===== src/alu_pkg.sv =====
package alu_pkg;

  ////////////////////////////////////////////////////////////
  // Integer datapath constants
  ////////////////////////////////////////////////////////////

  localparam int xlen    = 32;  // Data width
  localparam int shamt_w = 5;   // Shift amount taken from low bits of b

  // Link address increments
  localparam logic [xlen-1:0] pc_incr_full = 4;  // 32-bit instruction
  localparam logic [xlen-1:0] pc_incr_comp = 2;  // 16-bit compressed

  // Core ALU operation select, encoded as the decoder drives it
  typedef enum logic [2:0] {
    op_add = 3'b000,  // a + b
    op_sub = 3'b001,  // a - b
    op_and = 3'b010,  // Bitwise AND
    op_or  = 3'b011,  // Bitwise OR
    op_xor = 3'b100,  // Bitwise XOR
    op_sll = 3'b101,  // Logical left
    op_srl = 3'b110,  // Logical right
    op_sra = 3'b111   // Arithmetic right
  } alu_op_e;

  // Instruction kind, picks which result goes to rd
  typedef enum logic [2:0] {
    kind_alu   = 3'd0,  // Plain alu_op result
    kind_lui   = 3'd1,  // imm
    kind_auipc = 3'd2,  // pc + imm
    kind_jal   = 3'd3,  // Link address
    kind_jalr  = 3'd4,  // Link address
    kind_slt   = 3'd5,  // Signed compare
    kind_sltu  = 3'd6,  // Unsigned compare
    kind_csr   = 3'd7   // Result comes from the CSR side
  } ex_kind_e;

endpackage : alu_pkg


===== src/csr_pkg.sv =====
package csr_pkg;

  ////////////////////////////////////////////////////////////
  // Machine CSR definitions
  ////////////////////////////////////////////////////////////

  localparam int csr_addr_w = 12;  // CSR address field
  localparam int zimm_w     = 5;   // Immediate operand of the i-forms

  // Supported CSRs, everything else is a miss
  localparam logic [csr_addr_w-1:0] csr_mtvec_addr    = 12'h305;
  localparam logic [csr_addr_w-1:0] csr_mscratch_addr = 12'h340;
  localparam logic [csr_addr_w-1:0] csr_mepc_addr     = 12'h341;

  // Zicsr operations
  // Bit 2 set means the operand is zimm, not rs1
  typedef enum logic [2:0] {
    csr_none = 3'd0,  // No CSR access
    csr_rw   = 3'd1,  // Write rs1
    csr_rs   = 3'd2,  // Set bits from rs1
    csr_rc   = 3'd3,  // Clear bits from rs1
    csr_rwi  = 3'd5,  // Write zimm
    csr_rsi  = 3'd6,  // Set bits from zimm
    csr_rci  = 3'd7   // Clear bits from zimm
  } csr_op_e;

endpackage : csr_pkg


===== src/int_alu.sv =====
`timescale 1ns/100ps

module int_alu (
  input  alu_pkg::ex_kind_e        kind,
  input  alu_pkg::alu_op_e         alu_op,
  input  logic                     use_imm,     // b from imm, else rs2
  input  logic                     compressed,  // 16-bit instruction
  input  logic [alu_pkg::xlen-1:0] rs1_val,
  input  logic [alu_pkg::xlen-1:0] rs2_val,
  input  logic [alu_pkg::xlen-1:0] imm,
  input  logic [alu_pkg::xlen-1:0] pc,
  output logic [alu_pkg::xlen-1:0] alu_res,
  output logic                     alu_lt_u     // rs1 < b, unsigned
);

  import alu_pkg::*;

  logic [xlen-1:0]    op_b;       // Second operand
  logic [shamt_w-1:0] shamt;
  logic [xlen-1:0]    core_res;   // alu_op result
  logic [xlen-1:0]    link_addr;  // Return address for jal/jalr
  logic [xlen-1:0]    pc_incr;
  logic               lt_s;       // Signed compare

  ////////////////////////////////////////////////////////////
  // Operands
  ////////////////////////////////////////////////////////////

  assign op_b  = use_imm ? imm : rs2_val;
  assign shamt = op_b[shamt_w-1:0];  // Low 5 bits only

  // Compares, unsigned one also leaves the block for branches
  assign lt_s     = $signed(rs1_val) < $signed(op_b);
  assign alu_lt_u = rs1_val < op_b;

  // Next sequential pc
  assign pc_incr   = compressed ? pc_incr_comp : pc_incr_full;
  assign link_addr = pc + pc_incr;

  ////////////////////////////////////////////////////////////
  // Core operation
  ////////////////////////////////////////////////////////////

  always_comb begin
    case (alu_op)
      op_add:  core_res = rs1_val + op_b;
      op_sub:  core_res = rs1_val - op_b;
      op_and:  core_res = rs1_val & op_b;
      op_or:   core_res = rs1_val | op_b;
      op_xor:  core_res = rs1_val ^ op_b;
      op_sll:  core_res = rs1_val << shamt;
      op_srl:  core_res = rs1_val >> shamt;
      op_sra:  core_res = $unsigned($signed(rs1_val) >>> shamt);  // Sign fill
      default: core_res = '0;
    endcase
  end

  // Result by instruction kind
  always_comb begin
    case (kind)
      kind_lui:   alu_res = imm;       // Upper immediate as is
      kind_auipc: alu_res = pc + imm;  // Full pc
      kind_jal,
      kind_jalr:  alu_res = link_addr;
      kind_slt:   alu_res = {{(xlen-1){1'b0}}, lt_s};
      kind_sltu:  alu_res = {{(xlen-1){1'b0}}, alu_lt_u};
      default:    alu_res = core_res;  // kind_alu, and don't-care for csr
    endcase
  end

endmodule : int_alu


===== src/csr_unit.sv =====
`timescale 1ns/100ps

module csr_unit (
  input  logic                           clk,
  input  logic                           rst_n,
  input  logic                           valid,      // Instruction strobe
  input  csr_pkg::csr_op_e               csr_op,
  input  logic [csr_pkg::csr_addr_w-1:0] csr_addr,
  input  logic [alu_pkg::xlen-1:0]       rs1_val,
  input  logic [csr_pkg::zimm_w-1:0]     zimm,
  output logic                           csr_active, // CSR op this cycle
  output logic [alu_pkg::xlen-1:0]       csr_rdata,  // Old value
  output logic                           csr_miss    // Unsupported address
);

  import alu_pkg::*;
  import csr_pkg::*;

  logic [xlen-1:0] mtvec_q;
  logic [xlen-1:0] mscratch_q;
  logic [xlen-1:0] mepc_q;

  logic            sel_mtvec;
  logic            sel_mscratch;
  logic            sel_mepc;
  logic            addr_hit;
  logic            imm_form;   // Operand from zimm
  logic [xlen-1:0] operand;
  logic [xlen-1:0] old_val;
  logic [xlen-1:0] new_val;

  ////////////////////////////////////////////////////////////
  // Decode and read
  ////////////////////////////////////////////////////////////

  assign sel_mtvec    = (csr_addr == csr_mtvec_addr);
  assign sel_mscratch = (csr_addr == csr_mscratch_addr);
  assign sel_mepc     = (csr_addr == csr_mepc_addr);
  assign addr_hit     = sel_mtvec | sel_mscratch | sel_mepc;

  assign csr_active = valid && (csr_op != csr_none);
  assign csr_miss   = csr_active && !addr_hit;

  // Old value, zero when nothing matches
  always_comb begin
    old_val = '0;
    if (sel_mtvec)    old_val = mtvec_q;
    if (sel_mscratch) old_val = mscratch_q;
    if (sel_mepc)     old_val = mepc_q;
  end

  assign csr_rdata = old_val;

  // i-forms take the zero-extended zimm
  assign imm_form = (csr_op == csr_rwi) || (csr_op == csr_rsi) || (csr_op == csr_rci);
  assign operand  = imm_form ? {{(xlen-zimm_w){1'b0}}, zimm} : rs1_val;

  // Read-modify-write
  always_comb begin
    case (csr_op)
      csr_rw, csr_rwi: new_val = operand;
      csr_rs, csr_rsi: new_val = old_val | operand;
      csr_rc, csr_rci: new_val = old_val & ~operand;  // Clear set bits
      default:         new_val = old_val;
    endcase
  end

  ////////////////////////////////////////////////////////////
  // Registers, commit on the sampling edge
  ////////////////////////////////////////////////////////////

  always_ff @(posedge clk or negedge rst_n) begin
    if (!rst_n) begin
      mtvec_q    <= '0;
      mscratch_q <= '0;
      mepc_q     <= '0;
    end else if (csr_active) begin
      if (sel_mtvec)    mtvec_q    <= {new_val[xlen-1:2], 2'b00};  // Aligned base
      if (sel_mscratch) mscratch_q <= new_val;
      if (sel_mepc)     mepc_q     <= {new_val[xlen-1:2], 2'b00};  // Aligned epc
    end
  end

endmodule : csr_unit


===== src/ex_writeback.sv =====
`timescale 1ns/100ps

module ex_writeback (
  input  logic                     clk,
  input  logic                     rst_n,
  input  logic                     valid,
  input  logic                     csr_active,  // CSR result wins
  input  logic [alu_pkg::xlen-1:0] csr_rdata,
  input  logic                     csr_miss,
  input  logic [alu_pkg::xlen-1:0] alu_res,
  input  logic                     alu_lt_u,
  output logic                     wb_valid,
  output logic [alu_pkg::xlen-1:0] rd_data,
  output logic                     lt_u,
  output logic                     csr_illegal
);

  logic [alu_pkg::xlen-1:0] wb_sel;  // Destination value this cycle

  // CSR instructions write the old CSR value to rd
  assign wb_sel = csr_active ? csr_rdata : alu_res;

  ////////////////////////////////////////////////////////////
  // Write-back register
  ////////////////////////////////////////////////////////////

  always_ff @(posedge clk or negedge rst_n) begin
    if (!rst_n) begin
      wb_valid    <= 1'b0;
      csr_illegal <= 1'b0;
      rd_data     <= '0;
      lt_u        <= 1'b0;
    end else begin
      wb_valid    <= valid;
      csr_illegal <= csr_miss;  // Already qualified by valid
      if (valid) begin        // Payload holds across bubbles
        rd_data <= wb_sel;
        lt_u    <= alu_lt_u;
      end
    end
  end

endmodule : ex_writeback


===== src/ex_stage.sv =====
`timescale 1ns/100ps

module ex_stage (
  input  logic                           clk,
  input  logic                           rst_n,
  input  logic                           valid,
  input  alu_pkg::ex_kind_e              kind,
  input  alu_pkg::alu_op_e               alu_op,
  input  logic                           use_imm,
  input  logic                           compressed,
  input  logic [alu_pkg::xlen-1:0]       rs1_val,
  input  logic [alu_pkg::xlen-1:0]       rs2_val,
  input  logic [alu_pkg::xlen-1:0]       imm,
  input  logic [alu_pkg::xlen-1:0]       pc,
  input  csr_pkg::csr_op_e               csr_op,
  input  logic [csr_pkg::csr_addr_w-1:0] csr_addr,
  input  logic [csr_pkg::zimm_w-1:0]     zimm,
  output logic                           wb_valid,
  output logic [alu_pkg::xlen-1:0]       rd_data,
  output logic                           lt_u,
  output logic                           csr_illegal
);

  import alu_pkg::*;

  logic [xlen-1:0] alu_res;
  logic            alu_lt_u;
  logic            csr_active;
  logic [xlen-1:0] csr_rdata;
  logic            csr_miss;

  // Integer side, combinational
  int_alu int_alu_inst (
    .kind       (kind),
    .alu_op     (alu_op),
    .use_imm    (use_imm),
    .compressed (compressed),
    .rs1_val    (rs1_val),
    .rs2_val    (rs2_val),
    .imm        (imm),
    .pc         (pc),
    .alu_res    (alu_res),
    .alu_lt_u   (alu_lt_u)
  );

  // CSR side, commits on the same edge
  csr_unit csr_unit_inst (
    .clk        (clk),
    .rst_n      (rst_n),
    .valid      (valid),
    .csr_op     (csr_op),
    .csr_addr   (csr_addr),
    .rs1_val    (rs1_val),
    .zimm       (zimm),
    .csr_active (csr_active),
    .csr_rdata  (csr_rdata),
    .csr_miss   (csr_miss)
  );

  ex_writeback ex_writeback_inst (
    .clk         (clk),
    .rst_n       (rst_n),
    .valid       (valid),
    .csr_active  (csr_active),
    .csr_rdata   (csr_rdata),
    .csr_miss    (csr_miss),
    .alu_res     (alu_res),
    .alu_lt_u    (alu_lt_u),
    .wb_valid    (wb_valid),
    .rd_data     (rd_data),
    .lt_u        (lt_u),
    .csr_illegal (csr_illegal)
  );

endmodule : ex_stage


===== config.mk =====
export PLATFORM = sky130hd
export DESIGN_NAME = ex_stage
export DESIGN_NICKNAME = d
export VERILOG_FILES = /design/src/alu_pkg.sv /design/src/csr_pkg.sv /design/src/int_alu.sv /design/src/csr_unit.sv /design/src/ex_writeback.sv /design/src/ex_stage.sv
export SDC_FILE = /design/constraint.sdc
export NUM_CORES = 1
export LEC_CHECK = 0
export BUFFER_PORTS_ARGS = -buffer_cell sky130_fd_sc_hd__buf_2
export CAP_MARGIN = 25
export CORE_MARGIN = 5
export CORE_UTILIZATION = 30
export DETAILED_ROUTE_END_ITERATION = 10
export PLACE_DENSITY_LB_ADDON = 0.05
export SETUP_SLACK_MARGIN = 0.4
export SKIP_LAST_GASP = 1
export SLEW_MARGIN = 30
export SYNTH_ARGS = -nofsm -noshare
export SYNTH_HDL_FRONTEND = slang
export SYNTH_HIERARCHICAL = 1
export SYNTH_SLANG_ARGS = --single-unit

===== constraint.sdc =====
create_clock -name clk -period 1.6 [get_ports clk]
set_clock_uncertainty 0.15 [all_clocks]
set_input_delay 0.32 -clock clk [delete_from_list [all_inputs] [get_ports clk]]
set_output_delay 0.32 -clock clk [all_outputs]
set_load 0.02 [all_outputs]

======== Yosys cells after proc, flatten, opt, wreduce, memory -nomap -nowiden ========
Index checks and enable logic that the tools add are counted.
cells by class
  equal/unequal tests ..................... 22
  $mul .................................... 0
  div/mod/pow operators ................... 0
  bitwise logic cells ..................... 8
  $add $sub $neg .......................... 4
  mux-type cells .......................... 10
  reduce and logical (&&, ||, !) cells .... 14
  shift-type cells ........................ 3
  order comparisons ....................... 2
operator list
  kind                                                                      count
  32-bit case mux with 8 select lines                                       1
  32-bit two-way mux                                                        6
  32-bit case mux with 5 select lines                                       1
  32-bit adder                                                              3
  32-bit case mux with 3 select lines                                       1
  32-bit AND                                                                2
  32-bit < comparator                                                       2
  32-bit bitwise OR                                                         2
  12-bit by 10-bit equality test with 1-bit output (second input constant)  3
  32-bit NOT                                                                1
  32-bit by 5-bit left shift with 32-bit output                             1
  32-bit by 5-bit >> shifter with 32-bit output                             1
  32-bit by 5-bit >>> shifter with 32-bit output                            1
  32-bit subtractor                                                         1
  32-bit bitwise XOR                                                        1
  3-bit equality test (second input constant)                               10
  3-bit by 2-bit equality test with 1-bit output (second input constant)    6
  3-bit by 1-bit equality test with 1-bit output (second input constant)    3
  2-bit OR reduction                                                        4
  2-bit AND reduction                                                       3
  3-bit zero test                                                           1
  3-bit two-way mux                                                         1
  3-bit nonzero test                                                        1
  1-bit logical AND                                                         2
  3 further kinds                                                           5
storage, ports and cells
  memory bits (read-only) ................. 0
  RAM bits ................................ 0
  latch bits .............................. 0
  input bits .............................. 159
  register bits after elaboration ......... 127
  memories ................................ 0

======== Depth between registers and ports, before layout ========
  depth after elaboration ................. 7
  gate-level depth with buffers ........... 21

======== By module ========
The synthesis kept the hierarchy.
by module, submodules not included
  module        cells each  times used  area an instance (µm²)  sequential area each (µm²)
  int_alu       1858        1           11876.4                 0.0
  csr_unit      641         1           5452.7                  2302.2
  ex_writeback  143         1           1595.3                  875.8

======== Worst setup path after synthesis ========
Ideal clock, no wire load.
  kind .................................... input -> register
  start ................................... input use_imm
  end ..................................... register ex_writeback_inst/rd_data[30] (netlist name)
  stages on the path ...................... 20
  arrival ................................. 4.584 ns
  data required time ...................... 1.373 ns
  slack ................................... -3.211 ns
  cells stage by stage .................... buf_4 -> mux2i_1 -> clkbuf_1 -> buf_2 -> clkbuf_1 -> clkbuf_1 -> ha_1 -> a211o_1 -> a211oi_1 -> nand3b_1 -> a31o_2 -> o21bai_1 -> a41o_1 -> a311oi_1 -> o211ai_1 -> xnor2_1 -> o211ai_1 -> o311a_1 -> mux2i_1 -> a21oi_1
between the ends
  longest elaborated chain between the ends .. 5
ends and longest elaborated chain
  what                                       line                text
  from (decl)                                ex_stage.sv:9       input logic use_imm,
  32-bit two-way mux (*)                     int_alu.sv:29       assign op_b = use_imm ? imm : rs2_val;
  32-bit subtractor (tied with other cells)  int_alu.sv:47       op_sub: core_res = rs1_val - op_b;
  32-bit case mux with 8 select lines (*)    int_alu.sv:45       case (alu_op)
  32-bit case mux with 5 select lines (*)    int_alu.sv:60       case (kind)
  named net alu_res[30]                      ex_stage.sv:26      logic [xlen-1:0] alu_res;
  32-bit two-way mux (*)                     ex_writeback.sv:21  assign wb_sel = csr_active ? csr_rdata : alu_res;
  to (signal assigned)                       ex_writeback.sv:37  rd_data <= wb_sel;
  to (decl)                                  ex_writeback.sv:13  output logic [alu_pkg::xlen-1:0] rd_data,
The timed path passes the listed nets; every way through them passes the cells marked *.
A chain may end at the register's enable or synchronous reset.

======== Final worst setup path ========
  start ................................... input use_imm
  end ..................................... register ex_writeback_inst/rd_data[9] (netlist name)
The elaborated chain is that of the path after synthesis.

==> summary.md <==
| Metric | Value |
|---|---|
| First-pass GRT wire length | 168 mm |
| Dpl cells | 4429 |
| Initial antenna violation count | 6 |
| Die width | 261 um |
| Relative slew slack | 0.476 |
| Post-route DRC | 0 |
| Avg WL per Cell | 26.1 um |
| Initial core utilization | 0.302 |
| Yosys top cell by area | dfrtp_1 |
| Nets | 4036 |
| Vias in the first global route | 24754 |
| Xor/xnor cell area share of the yosys netlist | 0.0315 |
| Share of layout cells above drive strength 1 | 0.451 |
| Synth top cells by count | 304 x nand2_1, 292 x nor2_1, 291 x a21oi_1 |
| Die height | 261 um |
| Post-Layout Cell Count | 4588 |
| WS Path Type | primary input to flop |
| Yosys top cell area share | 0.168 |
| PnR worst setup slack | -2.25 ns |
| Number of max-cap violations | 0 |
| Critical-path maximum fanout | 8 |
| Number of flops mapped to enable cells by yosys | 0 |
| Post-Route Utilization | 0.517 |
| Clk pin slew, worst setup/hold paths | 0.06 ns |
| Cells after synthesis | 2642 |
| Largest family of logic cells by synthesized area | compound AO/OA/AOI/OAI gates |
| Worst Path Arrival | 4.06 ns |
| # diodes | 0 |
| CTS tree | done |
| Layout fillers | 6150 |
| Post-synth ARST share | 1.00 |
| Via count | 25387 |
| Count leader, synth | nand2_1 |
| IO buf count | 193 |
| Final Hold Vio Count | 0 |
| Failing checks | setup timing |
| Post-Synth Adder-Cell Area | 0.0990 |
| CTS buffer count | 17 |
| Crit share post-route | 2.41 |
| Syn-to-layout area delta | 71.3% |
| Yosys warns | 6 |
| Tightest Hold Check Type | primary input to asynchronous set/reset pin |
| CTS sink cnt | 127 |
| Synth Net Count | 2949 |
| Grt total ovfl | 0 |
| Synth Register Bits | 127 |
| Pleak | 15.0 nW |
| Root Driver | clkbuf_16 |
| Core area | 62700 um^2 |
| Routed wire length | 120 mm |
| Fin. max-slew vios | 0 |
| Largest net degree at the start of global routing | 67 |
| WP data required | 1.81 ns |
| # IOs | 194 |
| Final setup vio count | 126 |
| Main synth FF type | dfrtp_1 |
| Syn Area/Cell | 7.16 um^2 |
| Slew @ Worst Pin | 0.781 ns |
| Critical path launch point type | primary input |
| Antenna violation net count after detailed routing | 0 |
| TritonRoute pass-1 iters | 5 |
| Row cnt | 92 |
| Peak VDD IR | 0.000660 V |
| CP Capture Type | flop |
| Mux share of post-synthesis cell area | 0.0816 |
| DR iter-0 viols | 2295 |
| Die area | 68200 um^2 |
| Area contributors post-synth | dfrtp_1 17%, ha_1 9.6%, a21oi_1 7.7% |
| CTS H-tree lvls | 4 |
| Post-synthesis cell type count | 105 |
| Status | complete, but fails checks |
| GRT Total Usage | 0.332 |
| Vias per Instance | 5.53 |
| Post-synthesis simple-gate area fraction | 0.203 |
| GPL Wtd Cong | 1.03 |
| Post-synthesis cell area | 18900 um^2 |
| Post-synthesis compound-gate area fraction | 0.342 |
| Sequential share of the synthesized area | 0.168 |
| RSZ-0062 raised after global routing | yes |
| PwrDens | 603 nW/um^2 |
| Max Fclk | 259 MHz |
| Longest Clk Path Bufs | 2 |
| Clk_lat worst skew | 0.44 ns |
| Final HPWL DP | 94.3 mm |
| Tmin final | 3.85 ns |
==> worst paths after layout <==
check	from	to	slack (ns)	cells after the start
max reg2reg	csr_unit_inst/mtvec_q[5]	ex_writeback_inst/rd_data[5]	-0.11	6
min in group clk	zimm[0]	csr_unit_inst/mscratch_q[0]	0.21	4
max in group asynchronous	rst_n	csr_unit_inst/mscratch_q[14]	0.48	4
min	rst_n	csr_unit_inst/mscratch_q[4]	0.10	2
min reg2reg	csr_unit_inst/mepc_q[4]	csr_unit_inst/mepc_q[4]	0.34	1
max	use_imm	ex_writeback_inst/rd_data[9]	-2.25	22
==> kinds of logic (layout without fill, tap and decap cells) <==
logic type | Yosys count | after routing
AO/OA/AOI/OAI | 986 | 986
XOR/XNOR | 68 | 68
adder cells (fa/ha/maj) | 148 | 148
buffers and inverters | 320 | 1420
flip-flops | 127 | 127
multiplexers | 147 | 147
AND/OR/NAND/NOR | 846 | 846
==> through the flow <==
| stage | cell area [um^2] | setup WS (ns) | hold slack, ns | TNS (ns) | total power, mW |
|---|---|---|---|---|---|
| 3_3_place_gp | 27900 | -3.20 | 0.00451 | -158.09 | 13.9 |
| 4_1_cts | 31300 | -2.25 | 0.0905 | -94.47 | 19.0 |
| 5_1_grt | 32400 | -2.38 | 0.103 | -114.44 | 20.4 |
| 6_report | 32400 | -2.25 | 0.102 | -105.70 | 19.6 |
| 3_5_place_dp | 27900 | -3.34 | 0.00670 | -161.11 | 13.9 |
| 2_1_floorplan | 19600 | -2.62 | -0.126 | -112.57 | 8.27 |
==> routing by layer <==
metal	vias to the layer above	part of all wire	global-route usage	routed length [um]
li1	11838	-	-	-
met5	-	0.00023	0	27
met2	955	0.42	0.496	50300
met3	144	0.064	0.0389	7670
met4	4	0.034	0.0873	4110
met1	12446	0.48	0.505	57500
==> cell type report <==
| class | count | area (um^2) | area share |
|---|---|---|---|
| Multi-Input combinational cell | 2195 | 16700 | 0.516 |
| Timing Repair Buffer | 1254 | 10400 | 0.320 |
| Sequential cell | 127 | 3180 | 0.0981 |
| Tap cell | 846 | 1060 | 0.0326 |
| Inverter | 134 | 503 | 0.0155 |
| Clock buffer | 20 | 457 | 0.0141 |
| Clock inverter | 12 | 111 | 0.00343 |
==> report_power, final <==
group          internal [mW]  switching [mW]
combinational           5.69            6.57
sequential              3.34           0.121
clock                   2.22            1.62
total                   11.2            8.31
==> worst max-delay path, stage by stage <==
cell      delay (ns)
buf_16          0.11
mux2i_4         0.32
buf_4           0.17
buf_6           0.08
buf_6           0.08
buf_12          0.15
buf_16          0.16
buf_4           0.12
buf_4           0.11
a21boi_4        0.06
buf_6           0.12
mux4_2          0.49
nor3_1          0.15
a21oi_1         0.06
buf_4           0.15
o22ai_2         0.29
a211oi_2        0.07
a211oi_2        0.27
buf_4           0.15
a221o_1         0.28
mux2i_1         0.16
a21oi_1         0.16
==> state kept, by name (all words and copies together), names as in the netlist <==
name,count
csr_unit_inst/mscratch_q,32
ex_writeback_inst/wb_valid,1
ex_writeback_inst/rd_data,32
ex_writeback_inst/lt_u,1
csr_unit_inst/mtvec_q,30
ex_writeback_inst/csr_illegal,1
csr_unit_inst/mepc_q,30
==> cell usage in the layout (no fill, tap or decap), types with 34 or more instances in the layout <==
cell	n
dfrtp_1	124
inv_1	124
o21ai_0	123
o21ai_1	56
ha_1	125
a21oi_1	221
nor2_1	257
buf_4	939
a31oi_1	34
xnor2_1	42
nor2b_1	44
nand2_1	295
a21oi_2	67
buf_6	92
buf_12	37
buf_2	152
mux2i_1	95
o211ai_1	61
==> repair_timing <==
item	4_1_cts	5_1_grt
setup buffers	77	28
hold buffers	1	0
resized for setup	420	158
setup endpoints to repair	161	161
gates cloned	16	5
pin swaps	142	116
hold endpoints to repair	69	0
Note: power is estimated with default switching activity, not from simulation.
